## config.mk

```make
export PLATFORM = sky130hd
export DESIGN_NAME = csr_unit
export DESIGN_NICKNAME = d
export VERILOG_FILES = /design/src/csr_pkg.sv /design/src/csr_exception_regs.sv /design/src/csr_timer.sv /design/src/csr_interrupt.sv /design/src/csr_scratch.sv /design/src/csr_read_mux.sv /design/src/csr_unit.sv
export VERILOG_INCLUDE_DIRS = /design/src
export SDC_FILE = /design/constraint.sdc
export NUM_CORES = 1
export LEC_CHECK = 0
export BUFFER_PORTS_ARGS = -buffer_cell sky130_fd_sc_hd__buf_2
export CORE_ASPECT_RATIO = 1.5
export CORE_MARGIN = 2
export CORE_UTILIZATION = 35
export CTS_BUF_LIST = sky130_fd_sc_hd__clkbuf_16
export DETAILED_ROUTE_END_ITERATION = 8
export GPL_TIMING_DRIVEN = 0
export PLACE_DENSITY = 0.58
export SYNTH_ARGS = -nofsm -noshare
export SYNTH_HDL_FRONTEND = slang
export SYNTH_HIERARCHICAL = 1
export SYNTH_SLANG_ARGS = --single-unit
```

## constraint.sdc

```tcl
create_clock -name clk -period 2.1 [get_ports clk]
set_input_delay 0.315 -clock clk [delete_from_list [all_inputs] [get_ports clk]]
set_output_delay 0.315 -clock clk [all_outputs]
set_load 0.02 [all_outputs]
```

## src/csr_unit_params.svh

```systemverilog
`ifndef CSR_UNIT_PARAMS_SVH
`define CSR_UNIT_PARAMS_SVH

// register numbers
`define CSR_CRMD          14'h0000
`define CSR_PRMD          14'h0001
`define CSR_ECFG          14'h0004
`define CSR_ESTAT         14'h0005
`define CSR_ERA           14'h0006
`define CSR_BADV          14'h0007
`define CSR_EENTRY        14'h000c
`define CSR_SAVE0         14'h0030
`define CSR_SAVE1         14'h0031
`define CSR_SAVE2         14'h0032
`define CSR_SAVE3         14'h0033
`define CSR_TCFG          14'h0041
`define CSR_TVAL          14'h0042
`define CSR_TICLR         14'h0044

// field positions
`define CRMD_PLV_LO       0
`define CRMD_PLV_HI       1
`define CRMD_IE_BIT       2
`define CRMD_DA_BIT       3
`define CRMD_PG_BIT       4
`define CRMD_DATF_LO      5
`define CRMD_DATF_HI      6
`define CRMD_DATM_LO      7
`define CRMD_DATM_HI      8
`define PRMD_PPLV_LO      0
`define PRMD_PPLV_HI      1
`define PRMD_PIE_BIT      2
`define ECFG_LIE_LO       0
`define ECFG_LIE_HI       12
`define ESTAT_IS_LO       0
`define ESTAT_IS_HI       12
`define ESTAT_IS_SW_LO    0
`define ESTAT_IS_SW_HI    1
`define ESTAT_ECODE_LO    16
`define ESTAT_ECODE_HI    21
`define ESTAT_ESUBCODE_LO 22
`define ESTAT_ESUBCODE_HI 30
`define EENTRY_VA_LO      6
`define EENTRY_VA_HI      31
`define TCFG_EN_BIT       0
`define TCFG_PERIODIC_BIT 1
`define TCFG_INITV_LO     2
`define TCFG_INITV_HI     31
`define TICLR_CLR_BIT     0

// interrupt vector layout, shared by ECFG.LIE and ESTAT.IS
`define INT_HW_LO         2
`define INT_HW_HI         9
`define INT_RSV_BIT       10
`define INT_TI_BIT        11
`define INT_IPI_BIT       12

// exception codes
`define ECODE_ADE         6'h08
`define ECODE_ALE         6'h09
`define ESUBCODE_ADEF     9'h000

`define ECFG_LIE_MASK     13'h1bff  // bit 10 reserved
`define TIMER_IDLE        32'hffff_ffff

`endif

```

## src/csr_pkg.sv

```systemverilog
package csr_pkg;

    // register value, address or write mask
    typedef logic [31:0] csr_word_t;

    typedef logic [13:0] csr_num_t;   // csr number from the instruction

    typedef logic [5:0]  ecode_t;
    typedef logic [8:0]  esubcode_t;

    typedef logic [1:0]  plv_t;       // privilege level, 0 is kernel

    // 2 software, 8 hardware, reserved, timer, inter-core
    typedef logic [12:0] int_vec_t;

    typedef logic [7:0]  hw_int_t;

endpackage

```

## src/csr_exception_regs.sv

```systemverilog
`timescale 1ns/1ps
`include "csr_unit_params.svh"

module csr_exception_regs import csr_pkg::*; (
    input  logic      clk,
    input  logic      reset,
    input  logic      csr_we,
    input  csr_num_t  csr_num,
    input  csr_word_t csr_wmask,
    input  csr_word_t csr_wvalue,
    input  logic      wb_ex,
    input  ecode_t    wb_ecode,
    input  esubcode_t wb_esubcode,
    input  csr_word_t wb_pc,
    input  csr_word_t wb_vaddr,
    input  logic      ertn_flush,
    output logic      crmd_ie,
    output csr_word_t ex_entry,
    output csr_word_t ertn_entry,
    output csr_word_t crmd_value,
    output csr_word_t prmd_value,
    output csr_word_t estat_code_value,
    output csr_word_t era_value,
    output csr_word_t badv_value,
    output csr_word_t eentry_value
);
    plv_t       crmd_plv;
    logic       crmd_da;
    logic       crmd_pg;
    logic [1:0] crmd_datf;
    logic [1:0] crmd_datm;
    plv_t       prmd_pplv;
    logic       prmd_pie;
    ecode_t     estat_ecode;
    esubcode_t  estat_esubcode;
    logic [`EENTRY_VA_HI:`EENTRY_VA_LO] eentry_va;
    logic       crmd_wr;
    logic       addr_err;
    csr_word_t  crmd_merged;
    csr_word_t  prmd_merged;
    csr_word_t  era_merged;
    csr_word_t  eentry_merged;

    // events take the register away from a software write in the same cycle
    assign crmd_wr = csr_we && (csr_num == `CSR_CRMD) && !wb_ex && !ertn_flush;

    assign crmd_merged   = (csr_wmask & csr_wvalue) | (~csr_wmask & crmd_value);
    assign prmd_merged   = (csr_wmask & csr_wvalue) | (~csr_wmask & prmd_value);
    assign era_merged    = (csr_wmask & csr_wvalue) | (~csr_wmask & era_value);
    assign eentry_merged = (csr_wmask & csr_wvalue) | (~csr_wmask & eentry_value);

    always_ff @(posedge clk) begin
        if (reset) begin
            crmd_plv  <= '0;
            crmd_ie   <= 1'b0;
            crmd_da   <= 1'b1;  // direct address after reset
            crmd_pg   <= 1'b0;
            crmd_datf <= '0;
            crmd_datm <= '0;
        end else if (wb_ex) begin
            crmd_plv <= '0;     // enter kernel, interrupts off
            crmd_ie  <= 1'b0;
        end else if (ertn_flush) begin
            crmd_plv <= prmd_pplv;
            crmd_ie  <= prmd_pie;
        end else if (crmd_wr) begin
            crmd_plv  <= crmd_merged[`CRMD_PLV_HI:`CRMD_PLV_LO];
            crmd_ie   <= crmd_merged[`CRMD_IE_BIT];
            crmd_da   <= crmd_merged[`CRMD_DA_BIT];
            crmd_pg   <= crmd_merged[`CRMD_PG_BIT];
            crmd_datf <= crmd_merged[`CRMD_DATF_HI:`CRMD_DATF_LO];
            crmd_datm <= crmd_merged[`CRMD_DATM_HI:`CRMD_DATM_LO];
        end
    end

    // prmd, estat code, era
    always_ff @(posedge clk) begin
        if (wb_ex) begin
            prmd_pplv      <= crmd_plv;
            prmd_pie       <= crmd_ie;
            estat_ecode    <= wb_ecode;
            estat_esubcode <= wb_esubcode;
            era_value      <= wb_pc;
        end else if (csr_we && !ertn_flush) begin
            if (csr_num == `CSR_PRMD) begin
                prmd_pplv <= prmd_merged[`PRMD_PPLV_HI:`PRMD_PPLV_LO];
                prmd_pie  <= prmd_merged[`PRMD_PIE_BIT];
            end
            if (csr_num == `CSR_ERA) begin
                era_value <= era_merged;
            end
        end
    end

    assign addr_err = (wb_ecode == `ECODE_ADE) || (wb_ecode == `ECODE_ALE);

    always_ff @(posedge clk) begin
        if (wb_ex && addr_err) begin
            // fetch side fault reports the pc itself
            if (wb_ecode == `ECODE_ADE && wb_esubcode == `ESUBCODE_ADEF)
                badv_value <= wb_pc;
            else
                badv_value <= wb_vaddr;
        end
    end

    always_ff @(posedge clk) begin
        if (csr_we && csr_num == `CSR_EENTRY)
            eentry_va <= eentry_merged[`EENTRY_VA_HI:`EENTRY_VA_LO];
    end

    always_comb begin
        crmd_value = '0;
        crmd_value[`CRMD_PLV_HI:`CRMD_PLV_LO]   = crmd_plv;
        crmd_value[`CRMD_IE_BIT]                = crmd_ie;
        crmd_value[`CRMD_DA_BIT]                = crmd_da;
        crmd_value[`CRMD_PG_BIT]                = crmd_pg;
        crmd_value[`CRMD_DATF_HI:`CRMD_DATF_LO] = crmd_datf;
        crmd_value[`CRMD_DATM_HI:`CRMD_DATM_LO] = crmd_datm;

        prmd_value = '0;
        prmd_value[`PRMD_PPLV_HI:`PRMD_PPLV_LO] = prmd_pplv;
        prmd_value[`PRMD_PIE_BIT]               = prmd_pie;

        estat_code_value = '0;  // is bits are merged in by the read mux
        estat_code_value[`ESTAT_ECODE_HI:`ESTAT_ECODE_LO]       = estat_ecode;
        estat_code_value[`ESTAT_ESUBCODE_HI:`ESTAT_ESUBCODE_LO] = estat_esubcode;

        eentry_value = '0;
        eentry_value[`EENTRY_VA_HI:`EENTRY_VA_LO] = eentry_va;
    end

    assign ex_entry   = eentry_value;  // single entry, no refill vector
    assign ertn_entry = era_value;

endmodule

```

## src/csr_timer.sv

```systemverilog
`timescale 1ns/1ps
`include "csr_unit_params.svh"

module csr_timer import csr_pkg::*; (
    input  logic      clk,
    input  logic      reset,
    input  logic      csr_we,
    input  csr_num_t  csr_num,
    input  csr_word_t csr_wmask,
    input  csr_word_t csr_wvalue,
    output logic      timer_zero,
    output csr_word_t tcfg_value,
    output csr_word_t tval_value
);
    logic      tcfg_en;
    logic      tcfg_periodic;
    logic [`TCFG_INITV_HI:`TCFG_INITV_LO] tcfg_initval;
    logic      tcfg_wr;
    csr_word_t tcfg_next;   // tcfg as it will be after this write
    csr_word_t timer_cnt;

    assign tcfg_wr   = csr_we && (csr_num == `CSR_TCFG);
    assign tcfg_next = (csr_wmask & csr_wvalue) | (~csr_wmask & tcfg_value);

    always_ff @(posedge clk) begin
        if (reset)
            tcfg_en <= 1'b0;
        else if (tcfg_wr)
            tcfg_en <= tcfg_next[`TCFG_EN_BIT];
    end

    always_ff @(posedge clk) begin
        if (tcfg_wr) begin
            tcfg_periodic <= tcfg_next[`TCFG_PERIODIC_BIT];
            tcfg_initval  <= tcfg_next[`TCFG_INITV_HI:`TCFG_INITV_LO];
        end
    end

    // initval counts in units of four cycles
    always_ff @(posedge clk) begin
        if (reset) begin
            timer_cnt <= `TIMER_IDLE;
        end else if (tcfg_wr && tcfg_next[`TCFG_EN_BIT]) begin
            timer_cnt <= {tcfg_next[`TCFG_INITV_HI:`TCFG_INITV_LO], 2'b00};
        end else if (tcfg_en && timer_cnt != `TIMER_IDLE) begin
            if (timer_zero && tcfg_periodic)
                timer_cnt <= {tcfg_initval, 2'b00};
            else
                timer_cnt <= timer_cnt - 32'd1;  // one-shot wraps to idle
        end
    end

    assign timer_zero = (timer_cnt == '0);

    always_comb begin
        tcfg_value = '0;
        tcfg_value[`TCFG_EN_BIT]                   = tcfg_en;
        tcfg_value[`TCFG_PERIODIC_BIT]             = tcfg_periodic;
        tcfg_value[`TCFG_INITV_HI:`TCFG_INITV_LO]  = tcfg_initval;
    end

    assign tval_value = timer_cnt;

endmodule

```

## src/csr_interrupt.sv

```systemverilog
`timescale 1ns/1ps
`include "csr_unit_params.svh"

module csr_interrupt import csr_pkg::*; (
    input  logic      clk,
    input  logic      reset,
    input  logic      csr_we,
    input  csr_num_t  csr_num,
    input  csr_word_t csr_wmask,
    input  csr_word_t csr_wvalue,
    input  hw_int_t   hw_int_in,
    input  logic      ipi_int_in,
    input  logic      timer_zero,
    input  logic      crmd_ie,
    output logic      has_int,
    output int_vec_t  ecfg_value,
    output int_vec_t  estat_is_value
);
    int_vec_t   lie_next;
    logic [1:0] sw_next;
    logic       ticlr_clr;

    assign lie_next = (csr_wmask[`ECFG_LIE_HI:`ECFG_LIE_LO] & csr_wvalue[`ECFG_LIE_HI:`ECFG_LIE_LO])
                    | (~csr_wmask[`ECFG_LIE_HI:`ECFG_LIE_LO] & ecfg_value);

    // only the two software bits of is are writable
    assign sw_next = (csr_wmask[`ESTAT_IS_SW_HI:`ESTAT_IS_SW_LO]
                      & csr_wvalue[`ESTAT_IS_SW_HI:`ESTAT_IS_SW_LO])
                   | (~csr_wmask[`ESTAT_IS_SW_HI:`ESTAT_IS_SW_LO]
                      & estat_is_value[`ESTAT_IS_SW_HI:`ESTAT_IS_SW_LO]);

    assign ticlr_clr = csr_we && (csr_num == `CSR_TICLR)
                    && csr_wmask[`TICLR_CLR_BIT] && csr_wvalue[`TICLR_CLR_BIT];

    always_ff @(posedge clk) begin
        if (reset)
            ecfg_value <= '0;
        else if (csr_we && csr_num == `CSR_ECFG)
            ecfg_value <= lie_next & `ECFG_LIE_MASK;
    end

    always_ff @(posedge clk) begin
        if (reset) begin
            estat_is_value <= '0;
        end else begin
            if (csr_we && csr_num == `CSR_ESTAT)
                estat_is_value[`ESTAT_IS_SW_HI:`ESTAT_IS_SW_LO] <= sw_next;
            estat_is_value[`INT_HW_HI:`INT_HW_LO] <= hw_int_in;  // sampled levels
            estat_is_value[`INT_RSV_BIT]          <= 1'b0;
            if (timer_zero)
                estat_is_value[`INT_TI_BIT] <= 1'b1;  // set beats clear
            else if (ticlr_clr)
                estat_is_value[`INT_TI_BIT] <= 1'b0;
            estat_is_value[`INT_IPI_BIT] <= ipi_int_in;
        end
    end

    assign has_int = (|(estat_is_value & ecfg_value)) & crmd_ie;

endmodule

```

## src/csr_scratch.sv

```systemverilog
`timescale 1ns/1ps
`include "csr_unit_params.svh"

module csr_scratch import csr_pkg::*; (
    input  logic      clk,
    input  logic      csr_we,
    input  csr_num_t  csr_num,
    input  csr_word_t csr_wmask,
    input  csr_word_t csr_wvalue,
    output csr_word_t save0_value,
    output csr_word_t save1_value,
    output csr_word_t save2_value,
    output csr_word_t save3_value
);
    localparam csr_num_t SAVE_NUM [4] = '{`CSR_SAVE0, `CSR_SAVE1, `CSR_SAVE2, `CSR_SAVE3};

    csr_word_t save_q [4];

    for (genvar i = 0; i < 4; i++) begin : g_save
        always_ff @(posedge clk) begin
            if (csr_we && csr_num == SAVE_NUM[i])
                save_q[i] <= (csr_wmask & csr_wvalue) | (~csr_wmask & save_q[i]);
        end
    end

    assign save0_value = save_q[0];
    assign save1_value = save_q[1];
    assign save2_value = save_q[2];
    assign save3_value = save_q[3];

endmodule

```

## src/csr_read_mux.sv

```systemverilog
`timescale 1ns/1ps
`include "csr_unit_params.svh"

module csr_read_mux import csr_pkg::*; (
    input  csr_num_t  csr_num,
    input  csr_word_t crmd_value,
    input  csr_word_t prmd_value,
    input  int_vec_t  ecfg_value,
    input  csr_word_t estat_code_value,
    input  int_vec_t  estat_is_value,
    input  csr_word_t era_value,
    input  csr_word_t badv_value,
    input  csr_word_t eentry_value,
    input  csr_word_t tcfg_value,
    input  csr_word_t tval_value,
    input  csr_word_t save0_value,
    input  csr_word_t save1_value,
    input  csr_word_t save2_value,
    input  csr_word_t save3_value,
    output csr_word_t csr_rvalue
);
    csr_word_t estat_value;
    csr_word_t ecfg_word;

    always_comb begin
        estat_value = estat_code_value;
        estat_value[`ESTAT_IS_HI:`ESTAT_IS_LO] = estat_is_value;
        ecfg_word = '0;
        ecfg_word[`ECFG_LIE_HI:`ECFG_LIE_LO] = ecfg_value;
    end

    always_comb begin
        case (csr_num)
            `CSR_CRMD:   csr_rvalue = crmd_value;
            `CSR_PRMD:   csr_rvalue = prmd_value;
            `CSR_ECFG:   csr_rvalue = ecfg_word;
            `CSR_ESTAT:  csr_rvalue = estat_value;
            `CSR_ERA:    csr_rvalue = era_value;
            `CSR_BADV:   csr_rvalue = badv_value;
            `CSR_EENTRY: csr_rvalue = eentry_value;
            `CSR_SAVE0:  csr_rvalue = save0_value;
            `CSR_SAVE1:  csr_rvalue = save1_value;
            `CSR_SAVE2:  csr_rvalue = save2_value;
            `CSR_SAVE3:  csr_rvalue = save3_value;
            `CSR_TCFG:   csr_rvalue = tcfg_value;
            `CSR_TVAL:   csr_rvalue = tval_value;
            `CSR_TICLR:  csr_rvalue = '0;  // clr is write-only
            default:     csr_rvalue = '0;
        endcase
    end

endmodule

```

## src/csr_unit.sv

```systemverilog
`timescale 1ns/1ps

module csr_unit import csr_pkg::*; (
    input  logic      clk,
    input  logic      reset,
    input  logic      csr_we,
    input  csr_num_t  csr_num,
    input  csr_word_t csr_wmask,
    input  csr_word_t csr_wvalue,
    output csr_word_t csr_rvalue,
    input  logic      wb_ex,
    input  ecode_t    wb_ecode,
    input  esubcode_t wb_esubcode,
    input  csr_word_t wb_pc,
    input  csr_word_t wb_vaddr,
    input  logic      ertn_flush,
    input  hw_int_t   hw_int_in,
    input  logic      ipi_int_in,
    output logic      has_int,
    output csr_word_t ex_entry,
    output csr_word_t ertn_entry
);
    logic      crmd_ie;
    logic      timer_zero;
    csr_word_t crmd_value;
    csr_word_t prmd_value;
    csr_word_t estat_code_value;
    csr_word_t era_value;
    csr_word_t badv_value;
    csr_word_t eentry_value;
    csr_word_t tcfg_value;
    csr_word_t tval_value;
    int_vec_t  ecfg_value;
    int_vec_t  estat_is_value;
    csr_word_t save0_value;
    csr_word_t save1_value;
    csr_word_t save2_value;
    csr_word_t save3_value;

    csr_exception_regs i_exception_regs (
        .clk, .reset, .csr_we, .csr_num, .csr_wmask, .csr_wvalue,
        .wb_ex, .wb_ecode, .wb_esubcode, .wb_pc, .wb_vaddr, .ertn_flush,
        .crmd_ie, .ex_entry, .ertn_entry,
        .crmd_value, .prmd_value, .estat_code_value,
        .era_value, .badv_value, .eentry_value
    );

    csr_timer i_timer (
        .clk, .reset, .csr_we, .csr_num, .csr_wmask, .csr_wvalue,
        .timer_zero, .tcfg_value, .tval_value
    );

    csr_interrupt i_interrupt (
        .clk, .reset, .csr_we, .csr_num, .csr_wmask, .csr_wvalue,
        .hw_int_in, .ipi_int_in, .timer_zero, .crmd_ie,
        .has_int, .ecfg_value, .estat_is_value
    );

    csr_scratch i_scratch (
        .clk, .csr_we, .csr_num, .csr_wmask, .csr_wvalue,
        .save0_value, .save1_value, .save2_value, .save3_value
    );

    // zero-cycle read path
    csr_read_mux i_read_mux (
        .csr_num, .crmd_value, .prmd_value, .ecfg_value,
        .estat_code_value, .estat_is_value, .era_value, .badv_value,
        .eentry_value, .tcfg_value, .tval_value,
        .save0_value, .save1_value, .save2_value, .save3_value,
        .csr_rvalue
    );

endmodule

```

# Yosys cells after proc, flatten, opt, wreduce, memory -nomap -nowiden
# Memory sizes are Yosys's and may differ from the RTL's.
# Index checks and enable logic that the tools add are counted.
[classes]
add_sub_neg = 1
n_eq_ne = 16
mux = 37
bitwise = 32
n_reduce_logical = 40
[ops]
columns = ["operator", "count"]
rows = [
  ["$pmux 32 s13", 1],
  ["$mux 32", 10],
  ["$and 32x32->32", 8],
  ["$or 32x32->32", 7],
  ["$reduce_or 32->1", 3],
  ["$eq 14x3->1 const B", 4],
  ["$eq 14x6->1 const B", 4],
  ["$eq 14x7->1 const B", 3],
  ["$and 13x13->13", 3],
  ["$logic_not 32->1", 1],
  ["$ne 32x32->1 const B", 1],
  ["$not 32->32", 1],
  ["$sub 32x1->32 const B", 1],
  ["$logic_and 1x1->1", 20],
  ["$mux 1", 18],
  ["$mux 2", 8],
  ["$eq 14x1->1 const B", 1],
  ["$eq 14x4->1 const B", 1],
  ["$logic_not 14->1", 1],
  ["$not 13->13", 1],
  ["$or 13x13->13", 1],
  ["$reduce_or 13->1", 1],
  ["$eq 6x4->1 const B", 2],
  ["$reduce_bool 2->1", 6],
  ["15 further kinds", 19],
]
[totals]
regBits = 206
ramBits = 128
in_bits = 171
mem_count = 1
[memory_table]
columns = ["memory", "words", "width", "read_ports", "rd_clocked_by_memory_dff", "wr", "line_no", "text"]
rows = [
  ["i_scratch.save_q", 4, 32, 4, 0, 1, "csr_scratch.sv:17", "csr_word_t save_q [4];"],
]

# Longest topological paths before layout
[logic_depth]
word_depth = 8
mapped_depth = 9

# By module
# Netlist, hierarchy kept.
[modules_own_cells]
columns = ["module", "n_inst", "cells_each", "area_each_um2"]
rows = [
  ["csr_exception_regs", 1, 550, 6443.7],
  ["csr_scratch", 1, 315, 4630.7],
  ["csr_timer", 1, 375, 3696.0],
  ["csr_read_mux", 1, 425, 3184.3],
  ["csr_interrupt", 1, 131, 1368.8],
]

# Worst setup path before layout
# OpenSTA, ideal clock, no wires.
[synth_timing]
path_type = "input to output"
from = "in csr_num[6]"
to = "out csr_rvalue[0]"
arrival_time_ns = 1.988
setup_slack_ns = -0.203
cell_stages = 7
n_path_buf = 2
path_cell_list = "buf_2 > nor4bb_1 > buf_2 > nand3_1 > nor3_2 > nand2_1 > o2111ai_1"
[synth_between]
elab_chain_len = 2
elab_cells_between_ends = 14
[synth_rtl]
columns = ["element", "line_no", "text"]
rows = [
  ["from (decl)", "csr_unit.sv:7", "input csr_num_t csr_num,"],
  ["$eq 14x7->1, or another cell as far along", "csr_read_mux.sv:33", "case (csr_num)"],
  ["$pmux 32 s13 (*)", "csr_read_mux.sv:33", ""],
  ["to (decl)", "csr_unit.sv:10", "output csr_word_t csr_rvalue,"],
]
# Mark *: on every way between the ends. The rest lies on a longest branch, timed or not.

==> impl_metrics.csv <==
group,metric,value,unit
critical_path,worstPathCellList,"mux4_2 > a222oi_1 > o2111ai_4 > buf_6",
logic_synthesis,synth.avg_cell_area,10.8,um2
route,drt_iter0_drc,1822,
sta,hold_viol,0,
logic_synthesis,synth_cells,1783,
clocking,path_clk_slew,0.06,ns
clocking,cts.path.max_buffers,3,
place,placed_area,22000,um2
floorplanning,dieArea,56900,um2
clocking,htree_levels,2,
floorplanning,rows,105,
place,gp_congestion,0.939,
power_and_ir_drop,p_leak,10.4,nW
outcome,violations,"negative setup slack",
critical_path,r2r_start,"i_timer/tval_value[1]",
route,drt-pass1-iter-count,5,
route,routedWlPerCell,29.9,um
sta,fin_crit,3.07,ns
sta,setup-tns-final,-23.53,ns
logic_synthesis,synthesis.area,19200,um2
sta,hold_slack,0.0189,ns
critical_path,rr_endpoint,"i_timer/tval_value[24]",
place,dpl.cell_count,2808,
critical_path,cp.arrival,2.76,ns
route,avgViaCountPerCell,5.97,
floorplanning,io_pins,268,
grt,grt.overflow.total,0,
sta,skew,0.0187,ns
sta,setup_ws,-0.973,ns
sta,fmax,325,MHz
hold_path,min_from,"hw_int_in[5]",
layout,nFillCells,4915,
power_and_ir_drop,total_power,15.5,mW
sta,post-route-period-util,146,%
layout,final_area,26700,um2
route,ant_nets,0,
layout,final_nets,2517,
grt,grt_pass1_vias,17900,
clocking,cts-root-buf,"clkbuf_16",
grt,grt_pass1_wl,126000,um
clocking,insertion_delay,0.55,ns
layout,fin_cells,3070,
layout,syn_to_final_growth,38.9,%
place,port_buffers,261,
route,via_count,18300,
clocking,cts.sinks,333,
critical_path,critPathLaunchType,"flop",
run,maxCapViolCount,0,
sta,tightestPinTransition,1.04,ns
critical_path,r2r_setup_slack,-0.22,ns
grt,grt_max_degree,32,
critical_path,cp-end-kind,"output pin",
floorplanning,start_util,35.3,%
critical_path,slowest_delay,0.78,ns
outcome,status,"finished with violations",
sta,slew_violations,0,
hold_path,hp-class,"in2reg",
layout,final_core_util,49.0,%
sta,slew_headroom,31.0,%
grt,gr-usage-all-layers,31.0,%
route,totalWireLength,91800,um
clocking,cts_tree,"built",
clocking,numCtsBuffers,37,
floorplanning,die_w,195,um
floorplanning,coreArea,54500,um2
critical_path,worstPathMaxFanout,2,
logic_synthesis,ys_warn_count,6,
place,place_ws,-1.70,ns
grt,antenna_found_initial,4,
place,place_hpwl,66200,um
hold_path,hold_end,"i_interrupt/estat_is_value[7]",
route,remaining_drc_errors,0,
hold_path,whs_path_depth,2,
critical_path,r2r_cells,9,
critical_path,required,1.78,ns
floorplanning,die_y,291,um
sta,rsz0062_at_grt,"true",
power_and_ir_drop,irDropWorstVdd,456,uV
layout,drive_gt1_share,43.9,%
critical_path,path_class,"reg2out",
critical_path,crit_slowest_cell,"a222oi_1",
sta,setup_viol,64,
power_and_ir_drop,power.density,579,nW/um2
[repair_timing]
item,CTS,global route
endpoints found under the setup margin,159,116
endpoints found under the hold margin,22,0
setup buffers,121,53
pin swaps,96,89
hold buffers,22,0
resized for setup,379,144
gates cloned,6,2
[worst max path at each step]
stage,startpoint,end,slack [ns]
4_1_cts,flop,csr_rvalue[10],-1.01
5_1_grt,flop,csr_rvalue[10],-1.01
3_3_place_gp,wb_ex,i_exception_regs/badv_value[6],-1.68
3_5_place_dp,csr_num[6],csr_rvalue[6],-1.70
6_report,flop,csr_rvalue[10],-0.97
2_1_floorplan,csr_num[6],csr_rvalue[0],-0.14
[area by class of cell]
| cell class | count | area, um2 | area share (%) |
|---|---|---|---|
| antenna | 2 | 5.00 | 0.0187 |
| buffer | 246 | 2070 | 7.76 |
| clock buffer | 39 | 976 | 3.65 |
| clock inverter | 29 | 164 | 0.614 |
| inverter | 18 | 76.3 | 0.286 |
| multi-input combinational | 1249 | 9680 | 36.3 |
| sequential | 333 | 9400 | 35.2 |
| tap | 695 | 870 | 3.26 |
| timing repair buffer | 459 | 3450 | 12.9 |
[metal layers]
| metal | share of wire (%) | routed length (um) | global-route usage [%] | vias to the layer above |
|---|---|---|---|---|
| li1 | - | - | - | 7712 |
| met1 | 35 | 31800 | 35.0 | 9022 |
| met2 | 48 | 43800 | 52.3 | 1201 |
| met3 | 7.8 | 7180 | 4.41 | 389 |
| met4 | 9.8 | 9010 | 25.0 | 6 |
| met5 | 0.050 | 46 | 0 | - |
[power by group]
part / internal [mW] / switching [mW]
registers: 7.22 / 0.0729
logic: 0.767 / 1.10
clock network: 3.48 / 2.83
total: 11.5 / 3.99
[worst max-delay path, delay by kind of cell, from the launching register on]
family | cells | cell delay, ns
AO/OA/AOI/OAI | 2 | 1.03
multiplexers | 1 | 0.58
flip-flops | 1 | 0.39
buffers and inverters | 1 | 0.21
[layout by cell type, fill, tap and decap left out, types with 13 or more instances in the layout]
| cell | count |
|---|---|
| clkbuf_1 | 26 |
| mux2_2 | 40 |
| a21o_2 | 19 |
| nor2_1 | 176 |
| and2_1 | 32 |
| buf_4 | 269 |
| nand3_1 | 16 |
| nand4_1 | 31 |
| edfxtp_1 | 267 |
| nand2_1 | 153 |
| buf_12 | 25 |
| conb_1 | 70 |
| dfxtp_2 | 24 |
| a21oi_1 | 43 |
| a22oi_2 | 27 |
| dfxtp_1 | 34 |
| buf_2 | 230 |
| dlygate4sd3_1 | 22 |
| clkinv_1 | 13 |
| a22o_1 | 40 |
| nand2b_1 | 29 |
| a21o_1 | 19 |
| nor4_4 | 19 |
| clkbuf_16 | 42 |
| o21ai_0 | 56 |
| mux2i_1 | 38 |
| buf_6 | 98 |
| inv_1 | 23 |
| a22oi_1 | 54 |
| a222oi_1 | 13 |
| mux2_4 | 30 |
(Power assumes the default switching activity.)
